**src/common/vchess_pkg.sv**
```systemverilog
package vchess_pkg;

   localparam int PIECE_WIDTH = 4;                 // Bits per square
   localparam int SIDE_WIDTH = 8 * PIECE_WIDTH;    // Bits per rank
   localparam int BOARD_WIDTH = 8 * SIDE_WIDTH;    // Bits per board

   // Bit 3 marks a black piece
   typedef enum logic [PIECE_WIDTH - 1:0] {
      EMPTY        = 4'd0,
      PAWN         = 4'd1,
      KNIGHT       = 4'd2,
      BISHOP       = 4'd3,
      ROOK         = 4'd4,
      QUEEN        = 4'd5,
      KING         = 4'd6,
      BLACK_PAWN   = 4'd9,
      BLACK_KNIGHT = 4'd10,
      BLACK_BISHOP = 4'd11,
      BLACK_ROOK   = 4'd12,
      BLACK_QUEEN  = 4'd13,
      BLACK_KING   = 4'd14
   } piece_t;

   // Word addresses, byte address divided by 4
   typedef enum logic [7:0] {
      REG_STATUS  = 8'd0,
      REG_SIDE    = 8'd2,
      REG_RANK0   = 8'd8,
      REG_RANK1   = 8'd9,
      REG_RANK2   = 8'd10,
      REG_RANK3   = 8'd11,
      REG_RANK4   = 8'd12,
      REG_RANK5   = 8'd13,
      REG_RANK6   = 8'd14,
      REG_RANK7   = 8'd15,
      REG_WATK_LO = 8'd128,
      REG_WATK_HI = 8'd129,
      REG_BATK_LO = 8'd130,
      REG_BATK_HI = 8'd131,
      REG_CHECK   = 8'd132,
      REG_LSIDE   = 8'd133,
      REG_LRANK0  = 8'd172,
      REG_LRANK1  = 8'd173,
      REG_LRANK2  = 8'd174,
      REG_LRANK3  = 8'd175,
      REG_LRANK4  = 8'd176,
      REG_LRANK5  = 8'd177,
      REG_LRANK6  = 8'd178,
      REG_LRANK7  = 8'd179
   } reg_addr_t;

endpackage

```
**src/attack/attack_collector.sv**
```systemverilog
`timescale 1ns/1ps

module attack_collector import vchess_pkg::*; (
   input  logic                     clk,
   input  logic                     reset,
   input  logic                     loaded,
   input  logic                     clear,
   input  logic                     start,
   input  logic [BOARD_WIDTH - 1:0] board,
   input  logic [63:0]              white_hits,
   input  logic [63:0]              black_hits,
   output logic [63:0]              white_attack,
   output logic [63:0]              black_attack,
   output logic                     white_in_check,
   output logic                     black_in_check,
   output logic                     ready
);

   logic [63:0] white_king;
   logic [63:0] black_king;

   // King locations, more than one of each is tolerated
   always_comb
   begin
      for (int s = 0; s < 64; s++)
      begin
         white_king[s] = (board[s * PIECE_WIDTH +: PIECE_WIDTH] == KING);
         black_king[s] = (board[s * PIECE_WIDTH +: PIECE_WIDTH] == BLACK_KING);
      end
   end

   always_ff @(posedge clk)
   begin
      if (reset)
      begin
         white_attack <= '0;
         black_attack <= '0;
         white_in_check <= 1'b0;
         black_in_check <= 1'b0;
         ready <= 1'b0;
      end
      else
      begin
         if (loaded)
         begin
            white_attack <= white_hits;
            black_attack <= black_hits;
            white_in_check <= |(white_king & black_hits);
            black_in_check <= |(black_king & white_hits);
         end
         if (clear || start)
            ready <= 1'b0;                         // Results stale
         else if (loaded)
            ready <= 1'b1;
      end
   end

endmodule

```
**src/attack/board_latch.sv**
```systemverilog
`timescale 1ns/1ps

module board_latch import vchess_pkg::*; (
   input  logic                     clk,
   input  logic                     reset,
   input  logic                     start,
   input  logic [BOARD_WIDTH - 1:0] new_board,
   input  logic [8:0]               new_side,
   output logic [BOARD_WIDTH - 1:0] board,
   output logic [8:0]               side,
   output logic                     loaded,
   output logic                     busy
);

   // Copy held apart from the rank registers, so the host may edit them mid-analysis
   always_ff @(posedge clk)
   begin
      if (reset)
      begin
         board <= '0;
         side <= '0;
         loaded <= 1'b0;
      end
      else
      begin
         loaded <= start;                          // Board valid from here on
         if (start)
         begin
            board <= new_board;
            side <= new_side;
         end
      end
   end

   // Covers the start cycle and the cycle the square units settle
   assign busy = start | loaded;

endmodule

```
**src/attack/square_attack.sv**
```systemverilog
`timescale 1ns/1ps

module square_attack import vchess_pkg::*; #(
   parameter int SQUARE = 0
) (
   input  logic [BOARD_WIDTH - 1:0] board,
   output logic                     white_hit,
   output logic                     black_hit
);

   localparam int TARGET_FILE = SQUARE % 8;
   localparam int TARGET_RANK = SQUARE / 8;

   // Off-board squares read as empty, which gives the edge guards
   function automatic piece_t piece_at(input logic [BOARD_WIDTH - 1:0] b,
                                       input int file, input int rank);
      if (file < 0 || file > 7 || rank < 0 || rank > 7)
         return EMPTY;
      return piece_t'(b[(rank * 8 + file) * PIECE_WIDTH +: PIECE_WIDTH]);
   endfunction

   always_comb
   begin
      piece_t p;
      int     dist2;

      white_hit = 1'b0;
      black_hit = 1'b0;
      // Scan the 5x5 window around the target; dr and df are source minus target
      for (int dr = -2; dr <= 2; dr++)
      begin
         for (int df = -2; df <= 2; df++)
         begin
            p = piece_at(board, TARGET_FILE + df, TARGET_RANK + dr);
            dist2 = df * df + dr * dr;
            case (p)
               PAWN:         if (dr == -1 && dist2 == 2) white_hit = 1'b1; // From below
               KNIGHT:       if (dist2 == 5) white_hit = 1'b1;
               KING:         if (dist2 == 1 || dist2 == 2) white_hit = 1'b1;
               BLACK_PAWN:   if (dr == 1 && dist2 == 2) black_hit = 1'b1;  // From above
               BLACK_KNIGHT: if (dist2 == 5) black_hit = 1'b1;
               BLACK_KING:   if (dist2 == 1 || dist2 == 2) black_hit = 1'b1;
               BISHOP, ROOK, QUEEN,
               BLACK_BISHOP, BLACK_ROOK, BLACK_QUEEN: ;                    // No rays yet
               default: ;
            endcase
         end
      end
   end

endmodule

```
**src/hw/axi4lite_write.sv**
```systemverilog
`timescale 1ns/1ps

module axi4lite_write #(
   parameter int AXI_ADDR_WIDTH = 40
) (
   input  logic                        clk,
   input  logic                        reset,
   input  logic [AXI_ADDR_WIDTH - 1:0] axi_awaddr,
   input  logic [2:0]                  axi_awprot,
   input  logic                        axi_awvalid,
   input  logic [31:0]                 axi_wdata,
   input  logic [3:0]                  axi_wstrb,
   input  logic                        axi_wvalid,
   input  logic                        axi_bready,
   output logic                        axi_awready,
   output logic                        axi_wready,
   output logic                        axi_bvalid,
   output logic [1:0]                  axi_bresp,
   output logic [AXI_ADDR_WIDTH - 1:0] wr_addr,
   output logic [31:0]                 wr_data,
   output logic                        wr_valid
);

   typedef enum logic {
      IDLE,
      RESP
   } state_t;

   state_t state;
   logic   accept;

   // Both channels must be present, and no response may be outstanding
   assign accept = (state == IDLE) && axi_awvalid && axi_wvalid;

   assign axi_awready = accept;
   assign axi_wready = accept;
   assign axi_bvalid = (state == RESP);
   assign axi_bresp = 2'b00;                       // Always OKAY

   always_ff @(posedge clk)
   begin
      if (reset)
      begin
         state <= IDLE;
         wr_valid <= 1'b0;
      end
      else
      begin
         wr_valid <= accept;                       // One pulse per write
         case (state)
            IDLE: if (accept) state <= RESP;
            RESP: if (axi_bready) state <= IDLE;   // Hold bvalid until taken
            default: state <= IDLE;
         endcase
      end
   end

   always_ff @(posedge clk)
   begin
      if (accept)
      begin
         wr_addr <= axi_awaddr;
         wr_data <= axi_wdata;
      end
   end

endmodule

```
**src/hw/control.sv**
```systemverilog
`timescale 1ns/1ps

module control import vchess_pkg::*; #(
   parameter int AXI_ADDR_WIDTH = 40
) (
   input  logic                        clk,
   input  logic                        reset,
   input  logic [AXI_ADDR_WIDTH - 1:0] axi_araddr,
   input  logic [2:0]                  axi_arprot,
   input  logic                        axi_arvalid,
   input  logic [AXI_ADDR_WIDTH - 1:0] axi_awaddr,
   input  logic [2:0]                  axi_awprot,
   input  logic                        axi_awvalid,
   input  logic                        axi_bready,
   input  logic                        axi_rready,
   input  logic [31:0]                 axi_wdata,
   input  logic [3:0]                  axi_wstrb,
   input  logic                        axi_wvalid,
   output logic                        axi_arready,
   output logic                        axi_awready,
   output logic [1:0]                  axi_bresp,
   output logic                        axi_bvalid,
   output logic [31:0]                 axi_rdata,
   output logic [1:0]                  axi_rresp,
   output logic                        axi_rvalid,
   output logic                        axi_wready,
   input  logic                        ready,
   input  logic                        busy,
   input  logic [63:0]                 white_attack,
   input  logic [63:0]                 black_attack,
   input  logic                        white_in_check,
   input  logic                        black_in_check,
   input  logic [BOARD_WIDTH - 1:0]    latched_board,
   input  logic [8:0]                  latched_side,
   output logic                        start,
   output logic                        clear,
   output logic [BOARD_WIDTH - 1:0]    new_board,
   output logic [8:0]                  new_side
);

   logic [AXI_ADDR_WIDTH - 1:0] wr_addr;
   logic [31:0]                 wr_data;
   logic                        wr_valid;
   logic                        wr_mapped;
   logic                        rd_mapped;
   reg_addr_t                   wr_reg;
   reg_addr_t                   rd_reg;
   logic [7:0]                  lrank_index;
   logic [31:0]                 rd_value;

   axi4lite_write #(
      .AXI_ADDR_WIDTH(AXI_ADDR_WIDTH)
   ) u_write (
      .clk(clk),
      .reset(reset),
      .axi_awaddr(axi_awaddr),
      .axi_awprot(axi_awprot),
      .axi_awvalid(axi_awvalid),
      .axi_wdata(axi_wdata),
      .axi_wstrb(axi_wstrb),
      .axi_wvalid(axi_wvalid),
      .axi_bready(axi_bready),
      .axi_awready(axi_awready),
      .axi_wready(axi_wready),
      .axi_bvalid(axi_bvalid),
      .axi_bresp(axi_bresp),
      .wr_addr(wr_addr),
      .wr_data(wr_data),
      .wr_valid(wr_valid)
   );

   assign axi_arready = 1'b1;                      // Always ready
   assign axi_rresp = 2'b00;

   // Register space is 1 KB, anything above it is unmapped
   assign wr_mapped = (wr_addr[AXI_ADDR_WIDTH - 1:10] == '0);
   assign rd_mapped = (axi_araddr[AXI_ADDR_WIDTH - 1:10] == '0);
   assign wr_reg = reg_addr_t'(wr_addr[9:2]);
   assign rd_reg = reg_addr_t'(axi_araddr[9:2]);
   assign lrank_index = rd_reg - REG_LRANK0;

   always_ff @(posedge clk)
   begin
      if (reset)
      begin
         start <= 1'b0;
         clear <= 1'b0;
         new_board <= '0;
         new_side <= '0;
      end
      else
      begin
         start <= 1'b0;
         clear <= 1'b0;
         if (wr_valid && wr_mapped)
         begin
            case (wr_reg)
               REG_STATUS:
               begin
                  start <= wr_data[0];
                  clear <= wr_data[1];
               end
               REG_SIDE: new_side <= wr_data[8:0];
               REG_RANK0, REG_RANK1, REG_RANK2, REG_RANK3,
               REG_RANK4, REG_RANK5, REG_RANK6, REG_RANK7:
                  new_board[wr_reg[2:0] * SIDE_WIDTH +: SIDE_WIDTH] <= wr_data;
               default: ;
            endcase
         end
      end
   end

   always_comb
   begin
      rd_value = '0;
      case (rd_reg)
         REG_STATUS:  rd_value = {30'd0, busy, ready};
         REG_SIDE:    rd_value = {23'd0, new_side};
         REG_RANK0, REG_RANK1, REG_RANK2, REG_RANK3,
         REG_RANK4, REG_RANK5, REG_RANK6, REG_RANK7:
            rd_value = new_board[rd_reg[2:0] * SIDE_WIDTH +: SIDE_WIDTH];
         REG_WATK_LO: rd_value = white_attack[31:0];
         REG_WATK_HI: rd_value = white_attack[63:32];
         REG_BATK_LO: rd_value = black_attack[31:0];
         REG_BATK_HI: rd_value = black_attack[63:32];
         REG_CHECK:   rd_value = {30'd0, black_in_check, white_in_check};
         REG_LSIDE:   rd_value = {23'd0, latched_side};
         REG_LRANK0, REG_LRANK1, REG_LRANK2, REG_LRANK3,
         REG_LRANK4, REG_LRANK5, REG_LRANK6, REG_LRANK7:
            rd_value = latched_board[lrank_index[2:0] * SIDE_WIDTH +: SIDE_WIDTH];
         default:     rd_value = '0;
      endcase
      if (!rd_mapped)
         rd_value = '0;
   end

   always_ff @(posedge clk)
   begin
      if (reset)
         axi_rvalid <= 1'b0;
      else if (axi_arvalid)
         axi_rvalid <= 1'b1;
      else if (axi_rready)
         axi_rvalid <= 1'b0;
   end

   // A new request while rvalid is high just reloads the data
   always_ff @(posedge clk)
   begin
      if (axi_arvalid)
         axi_rdata <= rd_value;
   end

endmodule

```
**src/hw/vchess_top.sv**
```systemverilog
`timescale 1ns/1ps

module vchess_top import vchess_pkg::*; #(
   parameter int AXI_ADDR_WIDTH = 40
) (
   input  logic                        clk,
   input  logic                        reset,
   input  logic [AXI_ADDR_WIDTH - 1:0] axi_araddr,
   input  logic [2:0]                  axi_arprot,
   input  logic                        axi_arvalid,
   input  logic [AXI_ADDR_WIDTH - 1:0] axi_awaddr,
   input  logic [2:0]                  axi_awprot,
   input  logic                        axi_awvalid,
   input  logic                        axi_bready,
   input  logic                        axi_rready,
   input  logic [31:0]                 axi_wdata,
   input  logic [3:0]                  axi_wstrb,
   input  logic                        axi_wvalid,
   output logic                        axi_arready,
   output logic                        axi_awready,
   output logic [1:0]                  axi_bresp,
   output logic                        axi_bvalid,
   output logic [31:0]                 axi_rdata,
   output logic [1:0]                  axi_rresp,
   output logic                        axi_rvalid,
   output logic                        axi_wready
);

   logic                     start;
   logic                     clear;
   logic                     loaded;
   logic                     busy;
   logic                     ready;
   logic [BOARD_WIDTH - 1:0] new_board;
   logic [8:0]               new_side;
   logic [BOARD_WIDTH - 1:0] board;
   logic [8:0]               side;
   logic [63:0]              white_hits;
   logic [63:0]              black_hits;
   logic [63:0]              white_attack;
   logic [63:0]              black_attack;
   logic                     white_in_check;
   logic                     black_in_check;

   control #(
      .AXI_ADDR_WIDTH(AXI_ADDR_WIDTH)
   ) u_control (
      .clk(clk),
      .reset(reset),
      .axi_araddr(axi_araddr),
      .axi_arprot(axi_arprot),
      .axi_arvalid(axi_arvalid),
      .axi_awaddr(axi_awaddr),
      .axi_awprot(axi_awprot),
      .axi_awvalid(axi_awvalid),
      .axi_bready(axi_bready),
      .axi_rready(axi_rready),
      .axi_wdata(axi_wdata),
      .axi_wstrb(axi_wstrb),
      .axi_wvalid(axi_wvalid),
      .axi_arready(axi_arready),
      .axi_awready(axi_awready),
      .axi_bresp(axi_bresp),
      .axi_bvalid(axi_bvalid),
      .axi_rdata(axi_rdata),
      .axi_rresp(axi_rresp),
      .axi_rvalid(axi_rvalid),
      .axi_wready(axi_wready),
      .ready(ready),
      .busy(busy),
      .white_attack(white_attack),
      .black_attack(black_attack),
      .white_in_check(white_in_check),
      .black_in_check(black_in_check),
      .latched_board(board),
      .latched_side(side),
      .start(start),
      .clear(clear),
      .new_board(new_board),
      .new_side(new_side)
   );

   board_latch u_latch (
      .clk(clk),
      .reset(reset),
      .start(start),
      .new_board(new_board),
      .new_side(new_side),
      .board(board),
      .side(side),
      .loaded(loaded),
      .busy(busy)
   );

   // One attack test per target square
   for (genvar s = 0; s < 64; s++)
   begin : g_square
      square_attack #(
         .SQUARE(s)
      ) u_square (
         .board(board),
         .white_hit(white_hits[s]),
         .black_hit(black_hits[s])
      );
   end

   attack_collector u_collector (
      .clk(clk),
      .reset(reset),
      .loaded(loaded),
      .clear(clear),
      .start(start),
      .board(board),
      .white_hits(white_hits),
      .black_hits(black_hits),
      .white_attack(white_attack),
      .black_attack(black_attack),
      .white_in_check(white_in_check),
      .black_in_check(black_in_check),
      .ready(ready)
   );

endmodule

```
**config.mk**
```make
export PLATFORM = sky130hd
export DESIGN_NAME = vchess_top
export DESIGN_NICKNAME = d
export VERILOG_FILES = /design/src/common/vchess_pkg.sv /design/src/attack/attack_collector.sv /design/src/attack/board_latch.sv /design/src/attack/square_attack.sv /design/src/hw/axi4lite_write.sv /design/src/hw/control.sv /design/src/hw/vchess_top.sv
export SDC_FILE = /design/constraint.sdc
export NUM_CORES = 2
export LEC_CHECK = 0
export BUFFER_PORTS_ARGS = -buffer_cell sky130_fd_sc_hd__buf_4
export CAP_MARGIN = 25
export CORE_MARGIN = 8
export CORE_UTILIZATION = 25
export CTS_BUF_LIST = sky130_fd_sc_hd__clkbuf_8
export DETAILED_ROUTE_END_ITERATION = 10
export PLACE_DENSITY = 0.47
export SLEW_MARGIN = 30
export SYNTH_ARGS = -nofsm -noshare
export SYNTH_HDL_FRONTEND = slang
export SYNTH_HIERARCHICAL = 1
export SYNTH_SLANG_ARGS = --single-unit
```
**constraint.sdc**
```tcl
create_clock -name clk -period 4.2 [get_ports clk]
set_input_delay 1.26 -clock clk [delete_from_list [all_inputs] [get_ports clk]]
set_output_delay 1.26 -clock clk [all_outputs]
set_load 0.01 [all_outputs]
```
==> results.json <==
{
  "hold_slack_ps": 396,
  "cts_sinks": 769,
  "syn_area_um2": 54400,
  "p_leak_nw": 21.3,
  "setup-tns-final_ps": 0,
  "drt_iter0_markers": 9180,
  "gr-total-overflow": 0,
  "num_rows": 171,
  "drive_above_1_share": 0.191,
  "relSlewSlack": 0.220,
  "vias": 60400,
  "timing.fmax_mhz": 257,
  "dp_hpwl_um": 235000,
  "tightest_slew_ps": 1150,
  "nNetsFinal": 6883,
  "grt_usage": 0.267,
  "status": "complete, no violations",
  "critPathArrivalTime_ps": 4740,
  "hold_buffers": 0,
  "ys_warn_count": 6,
  "placed_area_um2": 62700,
  "post_cts_resized": 0,
  "core_um2": 217000,
  "htree_num_levels": 4,
  "finalSetupViolCount": 0,
  "ir_worst_vdd_mv": 0.244,
  "grt.met2_usage": 0.398,
  "cts.clk_slew.worst_paths_ps": 70,
  "met1_usage": 0.352,
  "worstSetupPathType": "reg2reg",
  "critPathTopFamily": "compound AO/OA/AOI/OAI gates",
  "path_cells": "buf_4 -> buf_4 -> nor4b_1 -> a2111oi_2 -> and3_1 -> o211ai_1 -> nand2_1 -> o21ai_0 -> nor4_1 -> a311oi_1",
  "drv_slew": 0,
  "hold_viol_final": 0,
  "cpPeakStageDelay_ps": 910,
  "grt_max_degree": 123,
  "critPathRequiredTime_ps": 5050,
  "final_area_um2": 66000,
  "postRouteAntennaNets": 0,
  "clock_latency_ps": 980,
  "cts_tree": "built",
  "clk_path_buf_depth": 3,
  "fin_skew_ps": 61.9,
  "synth_area_per_cell_um2": 8.85,
  "wl_um": 328000,
  "cp_max_fo": 12,
  "power_density_nw_per_um2": 248,
  "drc": 0,
  "startpoint_type": "register",
  "antenna_found_initial": 24,
  "cts-root-buf": "clkbuf_8",
  "port_buffers": 150,
  "die_h_um": 483,
  "first_pass_iters": 6,
  "postCtsSetupBuffers": 0,
  "grt_pass1_vias": 55600,
  "worst-path-buf-inv": 2,
  "worst_setup_path_end_kind": "register",
  "rsz0062_at_grt": "no",
  "period_minus_slack_ps": 3880,
  "ioPinCount": 170,
  "die-width_um": 483,
  "die_area_um2": 233000,
  "maxCapViolations": 0,
  "final.period_utilization": 0.925,
  "syn_inst": 6151,
  "grt_pass1_wl_um": 451000,
  "gp_congestion": 0.986,
  "cpMostUsedCell": "buf_4",
  "hold_path_class": "reg2reg",
  "gr-usage-met3": 0.0683,
  "viasPerCell": 6.20,
  "crit_path_top_delay_cell": "dfxtp_1",
  "grt-busiest-layer": "met2",
  "start_util": 0.251,
  "cts_buffers": 146,
  "syn2layout_area_growth_pct": 21.2,
  "avgRoutedWirePerCell_um": 33.7
}
metrics by stage:
step / std cells / setup WS, ps / power [mW] / utilization
6_report: 9743 / 316 / 16.4 / 0.304
5_1_grt: 9728 / 339 / 16.9 / 0.304
4_1_cts: 9721 / 552 / 16.5 / 0.304
3_5_place_dp: 9450 / 307 / 8.41 / 0.289
3_3_place_gp: 9448 / 307 / 8.40 / 0.289
2_1_floorplan: 6153 / 270 / 8.01 / -
flip-flops by register name (all words and copies together) (netlist names):
name,cells
u_collector/black_in_check,1
u_control/axi_rvalid,1
u_control/u_write/wr_data,32
u_collector/white_attack,64
u_control/axi_rdata,32
u_control/clear,1
u_control/start,1
u_control/new_side,9
u_control/u_write/wr_valid,1
u_collector/black_attack,64
u_collector/ready,1
u_control/new_board,256
u_latch/loaded,1
u_control/u_write/wr_addr,38
u_latch/board,256
u_latch/side,9
u_collector/white_in_check,1
u_control/u_write/axi_bvalid,1
final cells by class:
class | instances | area [um^2]
Fill cell | 22800 | 151000
Multi-Input combinational cell | 4988 | 36100
Sequential cell | 769 | 16400
Timing Repair Buffer | 751 | 6270
Tap cell | 2854 | 3570
Clock buffer | 182 | 2500
Clock inverter | 89 | 656
Inverter | 93 | 353
Antenna cell | 17 | 42.5
worst register-to-register path: cells and delay by family (launching register included):
family	cells	cell delay, ps
AO/OA/AOI/OAI	4	1230
buffers and inverters	2	440
flip-flops	1	910
AND/OR/NAND/NOR	4	1170
report_power, final:
part           switching [mW]  internal, mW  total (mW)
clock                    3.82          4.30        8.12
combinational           0.446         0.224       0.670
sequential             0.0927          7.50        7.59
total                    4.35          12.0        16.4
metal layers:
metal	up-vias	routed length, um
met3	776	35100
met1	30300	133000
met5	-	41
met2	3996	140000
met4	6	21000
li1	25400	-
final timing paths:
check | end | cells after the start | from | slack [ps]
setup / recovery | u_collector/black_in_check | 10 | u_latch/board[109] | 320
hold / removal | u_collector/ready | 1 | u_control/clear | 400
setup reg to reg | u_collector/black_in_check | 10 | u_latch/board[109] | 320
hold reg to reg | u_collector/ready | 1 | u_control/clear | 400
layout by cell type, fill, tap and decap left out, types with 26 or more instances in the layout:
cell type and n:
a21oi_1 315, a22oi_1 76, a311oi_1 26, a31oi_1 128, a32oi_1 28, and3_1 47, and3b_1 41, and4b_1 92
and4bb_1 55, and4bb_2 33, buf_12 47, buf_4 694, clkbuf_8 183, dfxtp_1 654, edfxtp_1 102, inv_1 136
mux2_2 58, mux2i_1 409, mux4_2 127, nand2_1 542, nand2b_1 63, nand3_1 306, nand3b_1 201, nand4_1 88
nand4b_1 150, nor2_1 669, nor2b_1 72, nor3_1 89, nor3b_1 124, nor4_1 116, nor4b_1 287, nor4bb_1 280
o211ai_1 26, o21ai_0 151, o22ai_1 46, or4_1 52
No activity file was read; power rests on OpenSTA's default activity.
